===== src/tx_port.sv =====
`timescale 1ns/1ps

module tx_port (
    input  logic       clk,
    input  logic       rstn,
    input  logic       load,
    input  logic [7:0] byte_in,
    input  logic       tx_ack,
    output logic       tx_req,
    output logic [7:0] tx_data,
    output logic       busy
);
    // ack seen, waiting for it to drop
    logic rel;

    assign busy = tx_req || rel;

    always_ff @(posedge clk) begin
        if (load && !busy) begin
            tx_data <= byte_in;
        end
    end

    // idle -> request -> release -> idle
    always_ff @(posedge clk) begin
        if (!rstn) begin
            tx_req <= 1'b0;
            rel    <= 1'b0;
        end else if (!busy) begin
            tx_req <= load;
        end else if (tx_req && tx_ack) begin
            tx_req <= 1'b0;
            rel    <= 1'b1;
        end else if (rel && !tx_ack) begin
            rel <= 1'b0;
        end
    end

endmodule


===== config.mk =====
export PLATFORM = sky130hd
export DESIGN_NAME = tx_port
export DESIGN_NICKNAME = d
export VERILOG_FILES = /design/src/tx_port.sv
export SDC_FILE = /design/constraint.sdc
export NUM_CORES = 1
export LEC_CHECK = 0
export ABC_AREA = 1
export ABC_CLOCK_PERIOD_IN_PS = 1250
export BUFFER_PORTS_ARGS = -buffer_cell sky130_fd_sc_hd__buf_2
export CAP_MARGIN = 20
export CORE_AREA = 2 2 39 41
export DETAILED_ROUTE_END_ITERATION = 12
export DIE_AREA = 0 0 41 43
export HOLD_SLACK_MARGIN = 0.12
export PLACE_DENSITY_LB_ADDON = 0.15
export SETUP_SLACK_MARGIN = 0.05
export SYNTH_ARGS = -nofsm -noshare
export SYNTH_HDL_FRONTEND = slang
export SYNTH_SLANG_ARGS = --single-unit

===== constraint.sdc =====
create_clock -name clk -period 1.25 [get_ports clk]
set_input_delay 0.125 -clock clk [delete_from_list [all_inputs] [get_ports clk]]
set_output_delay 0.125 -clock clk [all_outputs]
set_load 0.05 [all_outputs]

* Yosys cells after proc, flatten, opt, wreduce, memory -nomap -nowiden *
Index checks and enable logic that the tools add are counted.

storage, ports and cells
  register bits after elaboration = 10
  input bits = 12
  output and inout port bits = 10
  logic and storage cells = 16

cells by class
  equality and inequality tests = 1
  mux-type cells = 4
  reduce and logical (&&, ||, !) cells = 8

operator list
  kind                                                             count
  1-bit 2-to-1 mux                                                 4
  1-bit logical AND                                                3
  1-bit logical NOT                                                2
  2-bit by 1-bit != test with 1-bit output, second input constant  1
  2-bit AND reduction                                              1
  2-bit nonzero test                                               1
  1-bit logical OR                                                 1

* Depth between registers and ports, before layout *
  depth in word-level cells = 4
  mapped depth = 3
  depth with buffers taken out = 3

* Least setup slack after synthesis *
No wires, ideal clock.

  path type = reg-to-reg
  start = reg tx_req
  end = reg tx_data[0], enable pin
  setup time = 0.324 ns
  arrival time = 0.930 ns
  data required time = 0.926 ns
  path slack = -0.004 ns
  stages on the path, launching flop included = 4
  path buffers = 0
  period minus slack after synthesis = 1.254 ns
  path through = dfxtp_1 -> nor2_2 -> nand2_2 -> inv_1

on the way
  word-level cells in the longest chain between the ends = 3

RTL lines
  element                   line  text
  start: declaration        9     output logic tx_req,
  start signal: assignment  30    tx_req <= load;
  1-bit logical OR          16    assign busy = tx_req || rel;
  1-bit logical NOT         -
  1-bit logical AND         19    if (load && !busy) begin
  end signal: assignment    20    tx_data <= byte_in;
  end: declaration          10    output logic [7:0] tx_data,

Every way passes these cells.
A chain may end at the register's enable or synchronous reset.

* Worst setup path after layout *
  start = in load
  end = reg tx_data[1], enable pin

on the way
  word-level cells in the longest chain between the ends = 1

RTL lines
  element             line  text
  start: declaration  6     input logic load,
  1-bit logical AND   19

Every way passes these cells.

==> results.ini <==
[run_status]
outcome=complete, no violations

[sta]
worst_slack_ns=0.125
fin_worst_skew_ns=0.000698
period_needed_ns=1.12
min_period_over_period=0.900
setup_viol=0
grt_setup_unrepaired=no
slew_violations=0
hold_viol=0
worst_slew_pin_slew_ns=0.293
slew_headroom=0.805
fmax_mhz=889
tns_ns=0

[worst_setup_path]
crit_required_ns=1.18
regToRegSetupSlack_ns=0.13
r2r_end=tx_data[1]
r2r_cells=3
path_class=primary input to flop
start_kind=primary input
end_kind=flop
startpoint=load
arrival_ns=1.06
r2r_start=tx_req
critPathCapture=tx_data[1]
path_max_fanout=8

[layout]
layout.area.seq_um2=282
layout.nets=68
area_growth_pct=83.8
nFillCells=135
drive_gt1_frac=0.527
multi_input_area_um2=30.0
antenna_cells=0
final_cell_mix=buf_2, dlygate4sd3_1, edfxtp_1
layout_commonest_cell=buf_2

[yosys]
yosys.area.top_type=edfxtp_1
netlist_area_um2=325
synth.avg_cell_area_um2=17.1
ys_seq_area_frac=0.862
synth_seq_cells=10
synth.area.top_cells=edfxtp_1, dfxtp_1, inv_1
synth_nets=31
synthMuxAreaShare=0
synth_xor_xnor_area_share=0
synthSimpleGateAreaFrac=0.0654
yosysTopAreaCellShare=0.738
netlist_instances=19
synth_top_family_by_area=simple AND/OR/NAND/NOR gates
synth_adder_area_share=0
yosysWarnings=0
synth_compound_area_frac=0.0269
ys_types=8

[floorplan]
dieArea_um2=1760
coreArea_um2=1380
die_h_um=43
start_util=0.235
rows=14
die_w_um=41
ios=22

[grt]
overflow=0
grt_pass1_vias=306
grt_pass1_wl_um=1140
antenna_found_initial=0
use_met3=0.0628
grt_use_met1=0.0738
use_met2=0.191
grt-busiest-layer=met2
grt_start_max_net_pins=9
grt_usage=0.103

[clock_tree]
htreeDepth=1
root_buffer=clkbuf_4
cts_made_buffers=3
cts.sinks=10
cts_tree=built
clk-insertion-delay-late_ns=0.25
cts_resized=0
cts.path.max_buffers=2
path_clk_slew_ns=0.06

[placed_design]
pre_cts_ws_ns=0.140
portBuffers=21
gp_congestion=0.612

[routing]
via_per_inst=3.86
antenna_left=0
wire_per_inst_um=10.5
vias=274
first_iter_violations=4
drcViolationCount=0
firstDrtPassIters=2
routed_wl_um=742

[hold_path]
hp-class=flop to flop
worstHoldStart=tx_req

[pwr]
swShare=0.265
ir_drop_uv=580
power_density_nw_per_um2=1400
p_comb_frac=0.202
power_frac_clock=0.330
seq_power_share=0.468
p_int_uw=617
p_leak_nw=0.278
p_sw_uw=222

[flow_run]
drv_cap=0

## sequential cells by signal, indices dropped and copies added (netlist names)
register	count
tx_data	8
rel	1
tx_req	1
## cell type report
cell class / count / area share
Timing Repair Buffer: 32 / 0.360
Clock buffer: 4 / 0.0607
Sequential cell: 10 / 0.471
Tap cell: 16 / 0.0335
Inverter: 4 / 0.0251
Multi-Input combinational cell: 5 / 0.0502
## stage by stage
stage	instances	hold WS [ns]	total power [mW]	utilization	cell area (um2)
floorplan	19	0.224	0.501	-	327
global placement	56	0.303	0.538	0.326	452
detailed placement	56	0.304	0.544	0.326	452
CTS	71	0.501	0.849	0.432	598
global route	71	0.523	0.880	0.432	598
finish	71	0.496	0.839	0.432	598
## power by group through the flow
| stage | Combinational (mW) | Clock, mW | Sequential, mW |
|---|---|---|---|
| final | 0.169 | 0.277 | 0.393 |
| after detailed placement | 0.143 | 0 | 0.401 |
| after global placement | 0.141 | 0 | 0.398 |
| after global routing | 0.179 | 0.307 | 0.395 |
| after CTS | 0.170 | 0.286 | 0.393 |
| after floorplan | 0.0314 | 0 | 0.470 |
## metal layers
layer | share of wire | up-vias | wire, um
met5 | 0 | - | 0
met4 | 0 | 0 | 0
met3 | 0.098 | 0 | 73
met2 | 0.58 | 16 | 427
met1 | 0.32 | 122 | 241
li1 | - | 136 | -
## synth_stat cells
master	number
edfxtp_1	8
inv_1	4
dfxtp_1	2
a21oi_2	1
nand2_1	1
nand2_2	1
nor2_2	1
nor3_1	1
## repair_timing
| action | 4_1_cts | 5_1_grt |
|---|---|---|
| setup buffers | 0 | 0 |
| endpoints found under the hold margin | 10 | 0 |
| hold buffers | 11 | 0 |
## worst max-delay path: stages
cell	delay, ns
dlygate4sd3_1	0.53
buf_2	0.11
nand2_2	0.05
inv_1	0.24
## how the worst min path moves through the flow
stage / end / slack (ns) / cells after the start
after detailed placement: tx_data[1] / 0.30 / 1
final: tx_req / 0.50 / 2
after CTS: tx_req / 0.50 / 2
after global routing: tx_req / 0.52 / 2
after floorplan: tx_data[0] / 0.22 / 0
after global placement: tx_data[2] / 0.30 / 1
## cell families (layout without fill, tap and decap cells)
family,Yosys count,count (layout)
DFF,10,10
and+or+nand+nor,4,4
buffers and inverters,4,40
AOI/OAI and AO/OA,1,1
Power figures use the tool's default switching activity.
