**src/core_pkg.sv**
```systemverilog
package core_pkg;

    // *************************************************************************
    // sizes
    // *************************************************************************
    localparam int xlen       = 32;
    localparam int reg_count  = 32;
    localparam int imem_depth = 64;
    localparam int rx_depth   = 16;

    typedef logic [$clog2(reg_count)-1:0]  reg_idx_t;
    typedef logic [$clog2(imem_depth)-1:0] imem_addr_t;

    // jal link target
    localparam reg_idx_t link_reg = 5'd28;

    // *************************************************************************
    // opcodes and special funct codes
    // *************************************************************************
    localparam logic [5:0] op_special = 6'b000000;
    localparam logic [5:0] op_j       = 6'b000010;
    localparam logic [5:0] op_jal     = 6'b011000;
    localparam logic [5:0] op_addi    = 6'b001000;
    localparam logic [5:0] op_slli    = 6'b111110;
    localparam logic [5:0] op_beq     = 6'b000100;
    localparam logic [5:0] op_bne     = 6'b000101;
    localparam logic [5:0] op_bl      = 6'b000001;
    localparam logic [5:0] op_bg      = 6'b000110;

    localparam logic [5:0] fn_add = 6'b100000;
    localparam logic [5:0] fn_sub = 6'b100010;
    localparam logic [5:0] fn_mov = 6'b001001;
    localparam logic [5:0] fn_jr  = 6'b001000;
    localparam logic [5:0] fn_ret = 6'b000000;
    localparam logic [5:0] fn_in  = 6'b101010;
    localparam logic [5:0] fn_out = 6'b010101;

    typedef union packed {
        struct packed {
            logic [5:0] op;
            reg_idx_t   rs;
            reg_idx_t   rt;
            reg_idx_t   rd;
            logic [4:0] shamt;
            logic [5:0] funct;
        } r_fmt;
        struct packed {
            logic [5:0]  op;
            reg_idx_t    rs;
            reg_idx_t    rt;
            logic [15:0] imm16;
        } i_fmt;
        struct packed {
            logic [5:0]  op;
            logic [25:0] target;
        } j_fmt;
    } instr_t;

    typedef struct packed {
        logic            valid;
        logic [xlen-1:0] pc;
        instr_t          instr;
        logic            pred_taken;
    } fd_t;

    typedef struct packed {
        logic            valid;
        logic [xlen-1:0] pc;
        instr_t          instr;
        logic [xlen-1:0] opa;
        logic [xlen-1:0] opb;
        logic            pred_taken;
    } de_t;

    typedef struct packed {
        logic            we;
        reg_idx_t        rd;
        logic [xlen-1:0] data;
    } wb_t;

    typedef struct packed {
        logic            valid;
        logic [xlen-1:0] target;
    } redirect_t;

    function automatic logic is_cond_branch(logic [5:0] op);
        return op == op_beq || op == op_bne || op == op_bl || op == op_bg;
    endfunction

    function automatic logic [xlen-1:0] simm(instr_t i);
        return {{(xlen-16){i.i_fmt.imm16[15]}}, i.i_fmt.imm16};
    endfunction

    // bit 5 set when the instruction writes a register
    function automatic logic [5:0] dest_of(instr_t i);
        logic [5:0] d;
        d = 6'b0;
        case (i.r_fmt.op)
            op_special: begin
                case (i.r_fmt.funct)
                    fn_add, fn_sub: d = {1'b1, i.r_fmt.rd};
                    fn_mov:         d = {1'b1, i.r_fmt.rt};
                    fn_in:          d = {1'b1, i.r_fmt.rs};
                    default:        d = 6'b0;
                endcase
            end
            op_addi, op_slli: d = {1'b1, i.i_fmt.rt};
            op_jal:           d = {1'b1, link_reg};
            default:          d = 6'b0;
        endcase
        return d;
    endfunction

endpackage

```
**src/fetch_unit.sv**
```systemverilog
`timescale 1ns/1ps

module fetch_unit (
    input  logic                      clk,
    input  logic                      rstn,
    input  logic                      prog_we,
    input  core_pkg::imem_addr_t      prog_addr,
    input  core_pkg::instr_t          prog_data,
    input  logic                      stall,
    input  core_pkg::redirect_t       redirect,
    input  logic                      halted,
    input  logic [core_pkg::xlen-1:0] jr_src,
    input  logic                      jr_busy,
    output core_pkg::reg_idx_t        jr_rs,
    output core_pkg::fd_t             fd
);
    import core_pkg::*;

    instr_t          imem [imem_depth];
    logic [xlen-1:0] pc;
    instr_t          inst;
    logic            stopped;
    logic            is_jr;
    logic            jr_wait;
    logic [5:0]      fd_dest;

    assign inst  = imem[pc[$bits(imem_addr_t)-1:0]];
    assign jr_rs = inst.r_fmt.rs;
    assign is_jr = inst.r_fmt.op == op_special && inst.r_fmt.funct == fn_jr;

    // a writer still in decode has not set its busy bit yet
    assign fd_dest = dest_of(fd.instr);
    assign jr_wait = jr_busy || (fd.valid && fd_dest[5] && fd_dest[4:0] == jr_rs);

    always_ff @(posedge clk) begin
        if (!rstn && prog_we) begin
            imem[prog_addr] <= prog_data;
        end
    end

    always_ff @(posedge clk) begin
        if (!rstn) begin
            pc       <= '0;
            stopped  <= 1'b0;
            fd.valid <= 1'b0;
        end else if (redirect.valid) begin
            pc       <= redirect.target;
            stopped  <= 1'b0;
            fd.valid <= 1'b0;
        end else if (halted || stopped) begin
            fd.valid <= 1'b0;
        end else if (!stall) begin
            fd.valid      <= !(is_jr && jr_wait);
            fd.pc         <= pc;
            fd.instr      <= inst;
            // every conditional branch is predicted taken
            fd.pred_taken <= is_cond_branch(inst.r_fmt.op);
            case (inst.r_fmt.op)
                op_j, op_jal: pc <= {{(xlen-26){1'b0}}, inst.j_fmt.target};
                op_beq, op_bne, op_bl, op_bg: pc <= pc + simm(inst);
                op_special: begin
                    if (is_jr) begin
                        if (!jr_wait) begin
                            pc <= jr_src;
                        end
                    end else if (inst.r_fmt.funct == fn_ret) begin
                        // nothing after ret is fetched
                        stopped <= 1'b1;
                    end else begin
                        pc <= pc + 1;
                    end
                end
                default: pc <= pc + 1;
            endcase
        end
    end

endmodule

```
**config.mk**
```make
export PLATFORM = sky130hd
export DESIGN_NAME = fetch_unit
export DESIGN_NICKNAME = d
export VERILOG_FILES = /design/src/core_pkg.sv /design/src/fetch_unit.sv
export SDC_FILE = /design/constraint.sdc
export NUM_CORES = 2
export LEC_CHECK = 0
export BUFFER_PORTS_ARGS = -buffer_cell sky130_fd_sc_hd__buf_2
export CAP_MARGIN = 20
export CORE_MARGIN = 8
export CORE_UTILIZATION = 60
export DETAILED_ROUTE_END_ITERATION = 16
export MAX_ROUTING_LAYER = met4
export PLACE_DENSITY = 0.77
export SLEW_MARGIN = 10
export SYNTH_ARGS = -nofsm -noshare
export SYNTH_HDL_FRONTEND = slang
export SYNTH_SLANG_ARGS = --single-unit
```
**constraint.sdc**
```tcl
create_clock -name clk -period 6.91 [get_ports clk]
set_clock_uncertainty 0.15 [all_clocks]
set_input_delay 1.0365 -clock clk [delete_from_list [all_inputs] [get_ports clk]]
set_output_delay 1.0365 -clock clk [all_outputs]
set_load 0.005 [all_outputs]
```
-- Word-level counts from Yosys, hierarchy flattened
Memory sizes are Yosys's and may differ from the RTL's. A register that Yosys moved wholly into a read port is not among the register bits.
Cells that the tools add are included.
- memories: 1
- logic and storage cells: 70
- bits in writable memories: 2048
- register bits after elaboration: 99
- input bits: 109
- eq/ne operators: 19
- bitwise logic cells: 5
- mux-type cells: 13
- reductions and logical operators: 24
- add/subtract/negate cells: 2
- memories (name ; words ; width ; read ports ; clocked after Yosys merged registers in ; wr ports ; RTL line ; source):
    imem ; 64 ; 32 ; 1 ; 1 ; 1 ; fetch_unit.sv:19 ; instr_t imem [imem_depth];
- operators by type and width (cell ; count):
    $mux W32 ; 6
    $pmux W32 S3 ; 1
    $pmux W6 S3 ; 2
    $add A32 B1 Y32 const B ; 1
    $add A32 B32 Y32 ; 1
    $eq A6 B6 Y1 const B ; 4
    $eq A6 B3 Y1 const B ; 3
    $eq A6 B4 Y1 const B ; 3
    $logic_not A6 Y1 ; 3
    $eq A6 B5 Y1 const B ; 2
    $mux W6 ; 2
    $ne A4 B4 Y1 const B ; 2
    $reduce_and A4 Y1 ; 2
    $reduce_or A2 Y1 ; 4
    $eq A6 B1 Y1 const B ; 1
    $eq A6 B2 Y1 const B ; 1
    $eq A5 B5 Y1 ; 1
    $logic_and A1 B1 Y1 ; 5
    $logic_or A1 B1 Y1 ; 5
    $not A1 Y1 ; 5
    $reduce_and A5 Y1 ; 1
    $reduce_or A4 Y1 ; 1
    $reduce_or A3 Y1 ; 1
    $logic_not A1 Y1 ; 2
    3 further kinds ; 4

-- Depth between registers and ports, before layout
- depth in word-level cells: 15
- depth in mapped cells: 25
- gate-level depth less buffers: 17

-- Worst setup path before layout
Ideal clock, no wire load.
- kind: reg2reg
- start point: register with a tool-made name
- end point: register pc[25]
- library setup time: 0.125 ns
- clock period less this slack: 6.000 ns
- buffers on the path: 6
- cell stages (with the launch flop): 21
- arrival time: 5.725 ns
- setup slack: 0.910 ns
- path through: dfxtp_1 > buf_2 > buf_4 > buf_2 > buf_2 > buf_2 > clkbuf_1 > mux4_2 > mux4_2 > nand2_1 > a31oi_1 > ha_1 > a21oi_1 > o21ai_0 > a221o_1 > or4b_2 > a31o_2 > a21oi_1 > xnor2_1 > a221oi_1 > o21ai_0
- RTL lines (item ; RTL line ; source):
    end signal, assigned ; fetch_unit.sv:47 ; pc <= redirect.target;
    end signal, assigned ; fetch_unit.sv:59 ; op_j, op_jal: pc <= {{(xlen-26){1'b0}}, inst.j_fmt.target};
    end signal, assigned ; fetch_unit.sv:60 ; op_beq, op_bne, op_bl, op_bg: pc <= pc + simm(inst);
    end, declared ; fetch_unit.sv:20 ; logic [xlen-1:0] pc;

==> flow_summary_export.csv <==
group,metric,value,unit
outcome,status,"completed",
worst_setup_path,critPathLaunchType,"flop",
timing,fmax,161,MHz
clock_tree,h-tree-depth,4,
hold_path,hold_depth,2,
logic_synthesis,synth-seq-cells,2153,
logic_synthesis,synth_top_family_by_area,"multiplexers",
place,finalWeightedCongestion,0.958,
logic_synthesis,syn-instance-count,4042,
floorplanning,die_w,394,um
grt,antenna_found_initial,7,
logic_synthesis,ys_seq_area_share,75.1,%
timing,worst_slack,0.691,ns
timing,tightest_slew,1.21,ns
logic_synthesis,synthXorXnorAreaFrac,0.410,%
floorplanning,core,0.142,mm2
timing,hold_ws,0.240,ns
grt,grt_pass1_vias,46100,
logic_synthesis,yosys.area_share.simple,2.91,%
grt,grt_max_degree,85,
clock_tree,clk_path_buf_depth,3,
route,routed_via_density,7.25,
clock_tree,clock_sinks,2153,
logic_synthesis,yosysWarnings,0,
flow_run,cap_violations,0,
power_and_ir_drop,cellLeakagePower,0.0303,uW
grt,overflow,0,
logic_synthesis,synth_compound_area_share,3.69,%
place,pre_cts_ws,0.907,ns
route,drcViolationCount,0,
logic_synthesis,synthAdderAreaFrac,0.492,%
worst_setup_path,critPathMaxFanout,23,
logic_synthesis,async_reset_ff_share,0,%
route,drt_iter0_drc,8875,
floorplanning,initial_utilization,60.4,%
logic_synthesis,muxShareOfSynthArea,15.8,%
timing,post-route-period-util,90.0,%
clock_tree,post_cts_resized,0,
place,dpl.hpwl,143000,um
grt,grt_pass1_wl,351000,um
clock_tree,root_buffer,"clkbuf_16",
worst_setup_path,crit_arrival,6.79,ns
timing,rsz0062_at_grt,"false",
clock_tree,cts-buffers-inserted,202,
logic_synthesis,syn_avg_cell_area,21.2,um2
clock_tree,clk_latency,0.87,ns
floorplanning,ios,180,
cells_and_area,final_util,68.1,%
floorplanning,fp-row-count,138,
timing,fin_crit,6.22,ns
clock_tree,ctsHoldBuffers,0,
timing,tns,0,ns
clock_tree,tritoncts,"built",
logic_synthesis,syn_nets,4184,
worst_setup_path,end_kind,"flop",
worst_setup_path,required,7.48,ns
timing,slew-limit-headroom,18.9,%
clock_tree,cts_setup_buffers,0,
cells_and_area,areaGrowthSynthToFinish,12.7,%
timing,setup_viol,0,
worst_setup_path,reg2reg_depth,18,
logic_synthesis,synth_ff_type,"edfxtp_1",
cells_and_area,drive_gt1_share,28.1,%
route,wl,252000,um
route,firstDrtPassIters,8,
logic_synthesis,mappedNetlistArea,0.0855,mm2
hold_path,min_path_type,"in -> reg",
worst_setup_path,path_class,"reg -> reg",
cells_and_area,fin_nets,4537,
route,wl_per_cell,39.0,um
clock_tree,clk_pin_slew,0.06,ns
place,numPortBuffers,179,
timing,finalHoldViolCount,0,
logic_synthesis,synth.lib_cells_used.distinct,88,
timing,drv_slew,0,
floorplanning,fp.dieH,394,um
floorplanning,dieArea,0.155,mm2
logic_synthesis,synth-edff-count,2113,
power_and_ir_drop,p_per_area,297,mW/mm2
grt,gr-usage-all-layers,32.9,%
power_and_ir_drop,vdd_ir_drop_max,0.295,mV
route,vias,46900,
route,antenna_left,0,
critical path, stage by stage (launching register included):
cell and delay [ns]:
dfxtp_4 0.61, buf_12 0.28, buf_4 0.30, mux4_2 0.54, a22o_1 0.24, a221oi_1 0.36
o221ai_1 0.41, ha_1 0.37, fa_1 0.41, a21oi_1 0.19, o21ai_0 0.17, and3_1 0.27
o2111ai_1 0.38, a31oi_1 0.25, o21ai_0 0.47, mux2i_1 0.25, a31oi_1 0.09, a221oi_1 0.22
o211ai_1 0.11
routing by layer:
layer	vias up	wire length, um	global-route usage, %
li1	17900	-	-
met1	23800	81400	41.7
met2	4373	117000	49.1
met3	837	38700	9.75
met4	0	15100	16.3
met5	-	0	-
layout by cell type, fill, tap and decap left out, types with 27 or more instances in the layout:
cell / count
clkbuf_16: 204
mux4_2: 520
nand3_1: 55
clkbuf_1: 37
buf_12: 29
dfxtp_1: 34
buf_4: 151
nor2_1: 79
nand2b_1: 27
o21ai_0: 40
nand2_1: 91
a21oi_1: 66
ha_1: 32
clkinv_1: 44
o22ai_1: 42
clkinv_2: 48
mux2i_1: 112
buf_2: 179
nor2_4: 63
edfxtp_1: 2113
a22oi_1: 67
through the flow:
step / power, uW / cells / instance area (um2)
after floorplan: 16600 / 4042 / 85500
after CTS: 28600 / 6448 / 96200
after detailed placement: 17700 / 6070 / 89600
final: 28700 / 6466 / 96400
after global routing: 29300 / 6462 / 96400
after global placement: 17600 / 6070 / 89600
area by class of cell:
class | count | area, um2
clock buffers | 241 | 5240
diodes | 7 | 17.5
inverters | 24 | 92.6
clock inverters | 137 | 1370
well taps | 1890 | 2360
multi-input cells | 1653 | 20400
fillers | 8383 | 45200
repair buffers | 361 | 2650
flip-flops and latches | 2153 | 64300
cells in the mapped netlist (all sizes together), types with 10 or more instances:
cell	count	share of area (%)
nor3	28	0.17
or2	10	0.073
ha	32	0.47
inv	24	0.11
o21ai	43	0.25
clkbuf	67	0.29
nand2	91	0.40
buf	145	1.2
a221o	13	0.15
nor2b	26	0.19
mux4	543	14
a221oi	20	0.21
o211ai	18	0.16
a21oi	66	0.39
o221a	10	0.13
a21o	18	0.16
o22ai	42	0.31
a31oi	17	0.12
a222oi	16	0.19
mux2i	112	1.3
a211oi	12	0.12
nor2	143	0.63
xor2	19	0.19
nand3	55	0.32
nand4	26	0.19
nand2b	27	0.20
xnor2	21	0.22
a22o	14	0.14
a22oi	68	0.61
and3	20	0.15
or3	13	0.095
dfxtp	40	0.94
and2	20	0.15
edfxtp	2113	74
path summary, 6_finish.rpt:
kind | start | end | slack, ns
setup / recovery | flop | pc[28] | 0.69
hold / removal | halted | fd[65] | 0.24
setup reg to reg | flop | pc[28] | 0.69
hold reg to reg | stopped | stopped | 0.33
cell families (layout without fill, tap and decap cells):
logic type / after synthesis / after routing
compound gates: 429 / 429
xor+xnor: 40 / 40
fa+ha+maj: 33 / 33
buf+inv: 236 / 763
flops: 2153 / 2153
mux: 659 / 659
other cells: 0 / 7
simple gates: 492 / 492
registers in the layout, summed over array words and instances, names as in the netlist, named ones only:
signal,count
fd,66
stopped,1
imem,2048
pc,32
power breakdown:
group	internal, uW	switching, uW	leakage (uW)	total [uW]
sequential	14400	106	0.0193	14500
combinational	1170	1800	0.00769	2960
clock	6200	4970	0.00322	11200
total	21800	6870	0.0303	28700
Power figures use the tool's default switching activity.
