## config.mk

```make
export PLATFORM = sky130hd
export DESIGN_NAME = rx_buffer
export DESIGN_NICKNAME = d
export VERILOG_FILES = /design/src/core_pkg.sv /design/src/rx_buffer.sv
export SDC_FILE = /design/constraint.sdc
export NUM_CORES = 1
export LEC_CHECK = 0
export BUFFER_PORTS_ARGS = -buffer_cell sky130_fd_sc_hd__buf_2
export CAP_MARGIN = 30
export CELL_PAD_IN_SITES_DETAIL_PLACEMENT = 0
export CELL_PAD_IN_SITES_GLOBAL_PLACEMENT = 1
export CORE_MARGIN = 8
export CORE_UTILIZATION = 50
export DETAILED_ROUTE_END_ITERATION = 6
export GPL_TIMING_DRIVEN = 1
export PLACE_DENSITY_LB_ADDON = 0.1
export RECOVER_POWER = 25
export SYNTH_ARGS = -nofsm -noshare
export SYNTH_HDL_FRONTEND = slang
export SYNTH_SLANG_ARGS = --single-unit
```

## constraint.sdc

```tcl
create_clock -name clk -period 3.9 [get_ports clk]
set_input_delay 0.39 -clock clk [delete_from_list [all_inputs] [get_ports clk]]
set_output_delay 0.39 -clock clk [all_outputs]
set_load 0.01 [all_outputs]
```

## src/core_pkg.sv

```systemverilog
package core_pkg;

    // *************************************************************************
    // sizes
    // *************************************************************************
    localparam int xlen       = 32;
    localparam int reg_count  = 32;
    localparam int imem_depth = 64;
    localparam int rx_depth   = 16;

    typedef logic [$clog2(reg_count)-1:0]  reg_idx_t;
    typedef logic [$clog2(imem_depth)-1:0] imem_addr_t;

    // jal link target
    localparam reg_idx_t link_reg = 5'd28;

    // *************************************************************************
    // opcodes and special funct codes
    // *************************************************************************
    localparam logic [5:0] op_special = 6'b000000;
    localparam logic [5:0] op_j       = 6'b000010;
    localparam logic [5:0] op_jal     = 6'b011000;
    localparam logic [5:0] op_addi    = 6'b001000;
    localparam logic [5:0] op_slli    = 6'b111110;
    localparam logic [5:0] op_beq     = 6'b000100;
    localparam logic [5:0] op_bne     = 6'b000101;
    localparam logic [5:0] op_bl      = 6'b000001;
    localparam logic [5:0] op_bg      = 6'b000110;

    localparam logic [5:0] fn_add = 6'b100000;
    localparam logic [5:0] fn_sub = 6'b100010;
    localparam logic [5:0] fn_mov = 6'b001001;
    localparam logic [5:0] fn_jr  = 6'b001000;
    localparam logic [5:0] fn_ret = 6'b000000;
    localparam logic [5:0] fn_in  = 6'b101010;
    localparam logic [5:0] fn_out = 6'b010101;

    typedef union packed {
        struct packed {
            logic [5:0] op;
            reg_idx_t   rs;
            reg_idx_t   rt;
            reg_idx_t   rd;
            logic [4:0] shamt;
            logic [5:0] funct;
        } r_fmt;
        struct packed {
            logic [5:0]  op;
            reg_idx_t    rs;
            reg_idx_t    rt;
            logic [15:0] imm16;
        } i_fmt;
        struct packed {
            logic [5:0]  op;
            logic [25:0] target;
        } j_fmt;
    } instr_t;

    typedef struct packed {
        logic            valid;
        logic [xlen-1:0] pc;
        instr_t          instr;
        logic            pred_taken;
    } fd_t;

    typedef struct packed {
        logic            valid;
        logic [xlen-1:0] pc;
        instr_t          instr;
        logic [xlen-1:0] opa;
        logic [xlen-1:0] opb;
        logic            pred_taken;
    } de_t;

    typedef struct packed {
        logic            we;
        reg_idx_t        rd;
        logic [xlen-1:0] data;
    } wb_t;

    typedef struct packed {
        logic            valid;
        logic [xlen-1:0] target;
    } redirect_t;

    function automatic logic is_cond_branch(logic [5:0] op);
        return op == op_beq || op == op_bne || op == op_bl || op == op_bg;
    endfunction

    function automatic logic [xlen-1:0] simm(instr_t i);
        return {{(xlen-16){i.i_fmt.imm16[15]}}, i.i_fmt.imm16};
    endfunction

    // bit 5 set when the instruction writes a register
    function automatic logic [5:0] dest_of(instr_t i);
        logic [5:0] d;
        d = 6'b0;
        case (i.r_fmt.op)
            op_special: begin
                case (i.r_fmt.funct)
                    fn_add, fn_sub: d = {1'b1, i.r_fmt.rd};
                    fn_mov:         d = {1'b1, i.r_fmt.rt};
                    fn_in:          d = {1'b1, i.r_fmt.rs};
                    default:        d = 6'b0;
                endcase
            end
            op_addi, op_slli: d = {1'b1, i.i_fmt.rt};
            op_jal:           d = {1'b1, link_reg};
            default:          d = 6'b0;
        endcase
        return d;
    endfunction

endpackage

```

## src/rx_buffer.sv

```systemverilog
`timescale 1ns/1ps

module rx_buffer (
    input  logic                      clk,
    input  logic                      rstn,
    input  logic                      rx_req,
    input  logic [7:0]                rx_data,
    input  logic                      pop,
    output logic                      rx_ack,
    output logic                      word_ok,
    output logic [core_pkg::xlen-1:0] rx_word
);
    import core_pkg::*;

    logic [7:0]                  q [rx_depth];
    logic [$clog2(rx_depth)-1:0] wr_ptr;
    logic [$clog2(rx_depth)-1:0] rd_ptr;
    logic [$clog2(rx_depth):0]   count;
    logic                        push;

    // one byte per request, held off while the queue is full
    assign push    = rx_req && !rx_ack && count != rx_depth;
    assign word_ok = count >= 4;

    // little endian, oldest byte lowest
    assign rx_word = {q[rd_ptr + 2'd3], q[rd_ptr + 2'd2], q[rd_ptr + 2'd1], q[rd_ptr]};

    always_ff @(posedge clk) begin
        if (push) begin
            q[wr_ptr] <= rx_data;
        end
    end

    always_ff @(posedge clk) begin
        if (!rstn) begin
            wr_ptr <= '0;
            rd_ptr <= '0;
            count  <= '0;
            rx_ack <= 1'b0;
        end else begin
            if (push) begin
                wr_ptr <= wr_ptr + 1'b1;
                rx_ack <= 1'b1;
            end else if (!rx_req) begin
                rx_ack <= 1'b0;
            end
            if (pop) begin
                rd_ptr <= rd_ptr + 3'd4;
            end
            count <= count + push - {pop, 2'b00};
        end
    end

endmodule

```

# Word level (Yosys, flattened, before mapping)
# Memories as Yosys holds them, arrays and structs flattened. A register that Yosys moved wholly into a read port is not among the register bits.
# Index checks and enable logic that the tools add are counted.
dict set report classes {
  reduce_logical 3
  add_sub_neg 7
  multipliers 0
  eq_ne 2
  n_shift 0
  div 0
  muxes 6
  n_bitwise 0
  order_cmp 1
}
# operator count
set ops {}
lappend ops {{adder 4 x 1 -> 4 bit, second input constant} 2}
lappend ops {{adder 4 x 2 -> 4 bit, second input constant} 2}
lappend ops {{2-to-1 mux 4 bit} 2}
lappend ops {{adder 5 x 1 -> 5 bit} 1}
lappend ops {{greater-or-equal comparator 5 x 3 -> 1 bit, second input constant} 1}
lappend ops {{inequality test 5 bit, second input constant} 1}
lappend ops {{subtractor 5 x 3 -> 5 bit} 1}
lappend ops {{adder 4 x 3 -> 4 bit, second input constant} 1}
lappend ops {{2-to-1 mux 1 bit} 4}
lappend ops {{logical AND 1 bit} 2}
lappend ops {{inequality test 2 x 1 -> 1 bit, second input constant} 1}
lappend ops {{logical NOT 1 bit} 1}
dict set report totals {
  ramBits 128
  mem_count 1
  romBits 0
  input_bits 12
  latch_bits 0
  word_cells 24
  ff_bits 14
}
# memory words width rd rd_ports_with_merged_regs wr line
set mem_list {}
lappend mem_list {q 16 8 4 1 1 rx_buffer.sv:15} ;# logic [7:0] q [rx_depth];

# Logic depth before layout (Yosys ltp)
dict set report logic_depth {
  ltp_word 5
  ltp_mapped 10
}

# Least setup slack after synthesis
# No wires, ideal clock.
dict set report synth_path {
  path_type {register to register}
  from {register count[1]}
  to {register count[4]}
  required_time_ps 3785
  slack_ps 1976
  setup_ps 115
  period_less_slack_ps 1924
  stages_incl_launch_ff 11
  arrival_ps 1809
  path_buffers 1
  path_cell_list {dfxtp_1 > nor4_4 > a21oi_4 > buf_6 > ha_1 > inv_1 > ha_1 > o21bai_1 > a21oi_1 > xor2_1 > and2_1}
}
dict set report synth_between {
  elab_chain_cells 4
}
# item line
set synth_lines {}
lappend synth_lines {{from (decl)} rx_buffer.sv:18} ;# logic [$clog2(rx_depth):0] count;
lappend synth_lines {{from (signal assigned)} rx_buffer.sv:50} ;# count <= count + push - {pop, 2'b00};
lappend synth_lines {{inequality test 5 bit} rx_buffer.sv:22} ;# assign push = rx_req && !rx_ack && count != rx_depth;
lappend synth_lines {{logical AND 1 bit} rx_buffer.sv:22}
lappend synth_lines {{named net push} rx_buffer.sv:19} ;# logic push;
lappend synth_lines {{adder 5 x 1 -> 5 bit} rx_buffer.sv:50}
lappend synth_lines {{subtractor 5 x 3 -> 5 bit} rx_buffer.sv:50}
# The timed path passes the listed nets, and every way through them passes these cells.
# A chain may end at the register's enable or synchronous reset.

# Final worst setup path
dict set report layout_path {
  from {register rd_ptr[3]}
  to {output rx_word[10] (netlist bit)}
}
dict set report layout_between {
  elab_chain_cells 2
}
# item line
set layout_lines {}
lappend layout_lines {{from (decl)} rx_buffer.sv:17} ;# logic [$clog2(rx_depth)-1:0] rd_ptr;
lappend layout_lines {{from (signal assigned)} rx_buffer.sv:48} ;# rd_ptr <= rd_ptr + 3'd4;
lappend layout_lines {{adder 4 x 1 -> 4 bit} rx_buffer.sv:26} ;# assign rx_word = {q[rd_ptr + 2'd3], q[rd_ptr + 2'd2], q[rd_ptr + 2'd1], q[rd_ptr]};
lappend layout_lines {{memory read (16 x 8 bit)} n/a}
lappend layout_lines {{to (decl)} rx_buffer.sv:11} ;# output logic [core_pkg::xlen-1:0] rx_word
# Every way passes these cells.

==> impl_metrics.env <==
export IMPL_synth_edf_count=128
export IMPL_worstHoldPathType="input pin to flop"
export IMPL_synth_area_um2=5470
export IMPL_die_h_um=121
export IMPL_ant_nets=0
export IMPL_synth_cell_type_count=31
export IMPL_critPathMaxStageDelay_ns=0.54
export IMPL_cap_violations=0
export IMPL_cts_buffers=17
export IMPL_crit_chain="buf_4 > mux4_2 > buf_2"
export IMPL_antenna_found_initial=0
export IMPL_fin_cells=471
export IMPL_yosys_area_top_type="edfxtp_1"
export IMPL_status="complete, no violations"
export IMPL_netlist_instances=261
export IMPL_min_to="rx_ack"
export IMPL_synthArstFlopShare=0
export IMPL_gp_congestion=0.684
export IMPL_rows=38
export IMPL_dr_pass1_iters=4
export IMPL_vdd_ir_drop_max_mv=0.279
export IMPL_worstHoldStart="rx_req"
export IMPL_finalClockSkew_ns=0.00596
export IMPL_worstMarginPinSlew_ns=0.819
export IMPL_slew_violations=0
export IMPL_timing_final_crit_share=0.595
export IMPL_ioPinCount=46
export IMPL_cpMaxStageDelayCell="dfxtp_1"
export IMPL_cts_sinks=142
export IMPL_timing_rr_end="count[4]"
export IMPL_reg2reg_depth=9
export IMPL_postCtsSetupRepairBufs=0
export IMPL_syn_num_nets=285
export IMPL_die_w_um=121
export IMPL_cp_top_family="flip-flops"
export IMPL_finalSetupViolCount=0
export IMPL_yosysSeqAreaShare=0.753
export IMPL_r2r_slack_ns=1.76
export IMPL_drcViolationCount=0
export IMPL_fill_cells=820
export IMPL_cp_max_fo=19
export IMPL_vias_per_cell=5.31
export IMPL_p_leak_nw=2.20
export IMPL_cts_tree="built"
export IMPL_cp_num_buf_inv=2
export IMPL_rsz0062_at_grt="false"
export IMPL_cp_num_cells=3
export IMPL_grt_use_total=0.141
export IMPL_dp_hpwl_um=6010
export IMPL_tns_ns=0
export IMPL_core_area_um2=10700
export IMPL_grt_pass1_wl_um=15200
export IMPL_yosys_top_cells_area="edfxtp_1 70%, mux4_2 13%, dfxtp_1 5.1%"
export IMPL_synth_top_cell_area_share=0.702
export IMPL_htree_levels=4
export IMPL_wl_per_cell_um=20.3
export IMPL_placedCellCount=439
export IMPL_cp_data_required_time_ns=3.51
export IMPL_clk_pin_slew_ns=0.06
export IMPL_grt_remaining_overflow=0
export IMPL_antenna_diode_count=0
export IMPL_areaGrowthSynthToFinish_pct=16.7
export IMPL_relSlewSlack=0.454
export IMPL_first_global_vias=2658
export IMPL_hold_viol=0
export IMPL_ys_seq_elements=142
export IMPL_hold_depth=3
export IMPL_crit_path_start_kind="flop"
export IMPL_crit_path_end_kind="output port"
export IMPL_yosys_warnings=0
export IMPL_p_total_mw=3.64
export IMPL_critPathKind="flop to output port"
export IMPL_final_nets=342
export IMPL_die_area_um2=14600
export IMPL_root_buffer="clkbuf_8"
export IMPL_clock_latency_ns=0.50
export IMPL_cp_arrival_ns=1.93
export IMPL_r2r_start="count[1]"
export IMPL_initial_core_util=0.509
export IMPL_cts_buffer_depth=2
export IMPL_powerDensity_nw_per_um2=569
export IMPL_drive_above_1_share=0.323
export IMPL_max_freq_ghz=0.431
export IMPL_first_iter_violations=154
export IMPL_synth_area_per_cell_um2=21.0
export IMPL_grt_max_degree=21
export IMPL_min_period_ns=2.32
export IMPL_finalWirelength_um=9580
export IMPL_synth_ff_type="edfxtp_1"
export IMPL_ctsResizeCount=0
export IMPL_ctsHoldBuffers=0
export IMPL_num_vias=2502
export IMPL_port_buffers=45
[worst max path at each step]
stage	endpoint	from	slack, ns
5_1_grt	rx_word[2]	flop	1.43
6_report	rx_word[10]	rd_ptr[3]	1.58
2_1_floorplan	count[4]	count[1]	1.98
3_5_place_dp	count[4]	rx_req	1.78
3_3_place_gp	q[3][2]	rx_req	1.58
4_1_cts	rx_word[2]	flop	1.49
[stage by stage]
| stage | cell area [um^2] | setup WS [ns] | hold slack [ns] | utilization |
|---|---|---|---|---|
| global route | 6390 | 1.43 | 0.103 | 0.595 |
| global placement | 5820 | 1.58 | 0.451 | 0.542 |
| detailed placement | 5850 | 1.78 | 0.452 | 0.544 |
| floorplan | 5470 | 1.98 | 0.481 | - |
| finish | 6390 | 1.58 | 0.117 | 0.595 |
| CTS | 6400 | 1.49 | 0.0794 | 0.595 |
[synthesized netlist by cell type (all sizes together) (3+ instances only)]
cell / count
and2: 10
buf: 8
xnor2: 4
dfxtp: 14
and3: 14
mux4: 32
inv: 10
edfxtp: 128
ha: 12
nand2b: 3
nor2b: 3
xor2: 3
nand2: 4
[cell type report]
| type | instances | area [um^2] | share of cell area |
|---|---|---|---|
| flip-flops and latches | 142 | 4130 | 0.646 |
| multi-input cells | 99 | 1250 | 0.196 |
| clock buffers | 19 | 422 | 0.0660 |
| repair buffers | 48 | 254 | 0.0397 |
| well taps | 140 | 175 | 0.0274 |
| clock inverters | 13 | 124 | 0.0194 |
| inverters | 10 | 37.5 | 0.00587 |
[layout by cell type (no fill, tap or decap), types with 4 or more instances in the layout]
master      count
dfxtp_1        13
and2_1         10
clkinvlp_4      5
clkbuf_16      16
and3_1         14
edfxtp_1      128
clkbuf_1        7
nand2_1         4
xnor2_1         4
buf_2          40
ha_1           12
inv_1          10
mux4_2         32
[power breakdown]
group	internal, mW	leakage [nW]	switching, mW
logic	0.195	0.675	0.207
clock network	0.897	0.252	0.571
registers	1.72	1.27	0.0487
[state kept, by name (all words and copies together), names as in the netlist, named ones only]
| register | count |
|---|---|
| q | 128 |
| count | 5 |
| wr_ptr | 4 |
| rd_ptr | 2 |
| rx_ack | 1 |
[cells by family (layout without fill, tap and decap cells)]
family          count (synthesis)  in the layout  share of synthesized area
flops                         142            142                      0.753
simple gates                   40             40                     0.0462
mux                            33             33                      0.133
buf+inv                        20             90                     0.0178
fa+ha+maj                      12             12                     0.0274
compound gates                  7              7                     0.0105
xor+xnor                        7              7                     0.0112
[layer usage]
metal | part of all wire | global-route usage | vias up
li1 | - | - | 1163
met1 | 0.45 | 0.179 | 1284
met2 | 0.49 | 0.222 | 46
met3 | 0.042 | 0.0471 | 9
met4 | 0.015 | 0.0531 | 0
met5 | 0 | 0 | -
[worst register-to-register path: cells and delay by family, from the launching register on]
family	cells	cell delay, ns
buffers and inverters	1	0.06
and+or+nand+nor	2	0.26
adders and majority gates	2	0.48
AOI/OAI and AO/OA	3	0.65
xor gates and xnor gates	1	0.14
DFF	1	0.45
Power figures use the tool's default switching activity.
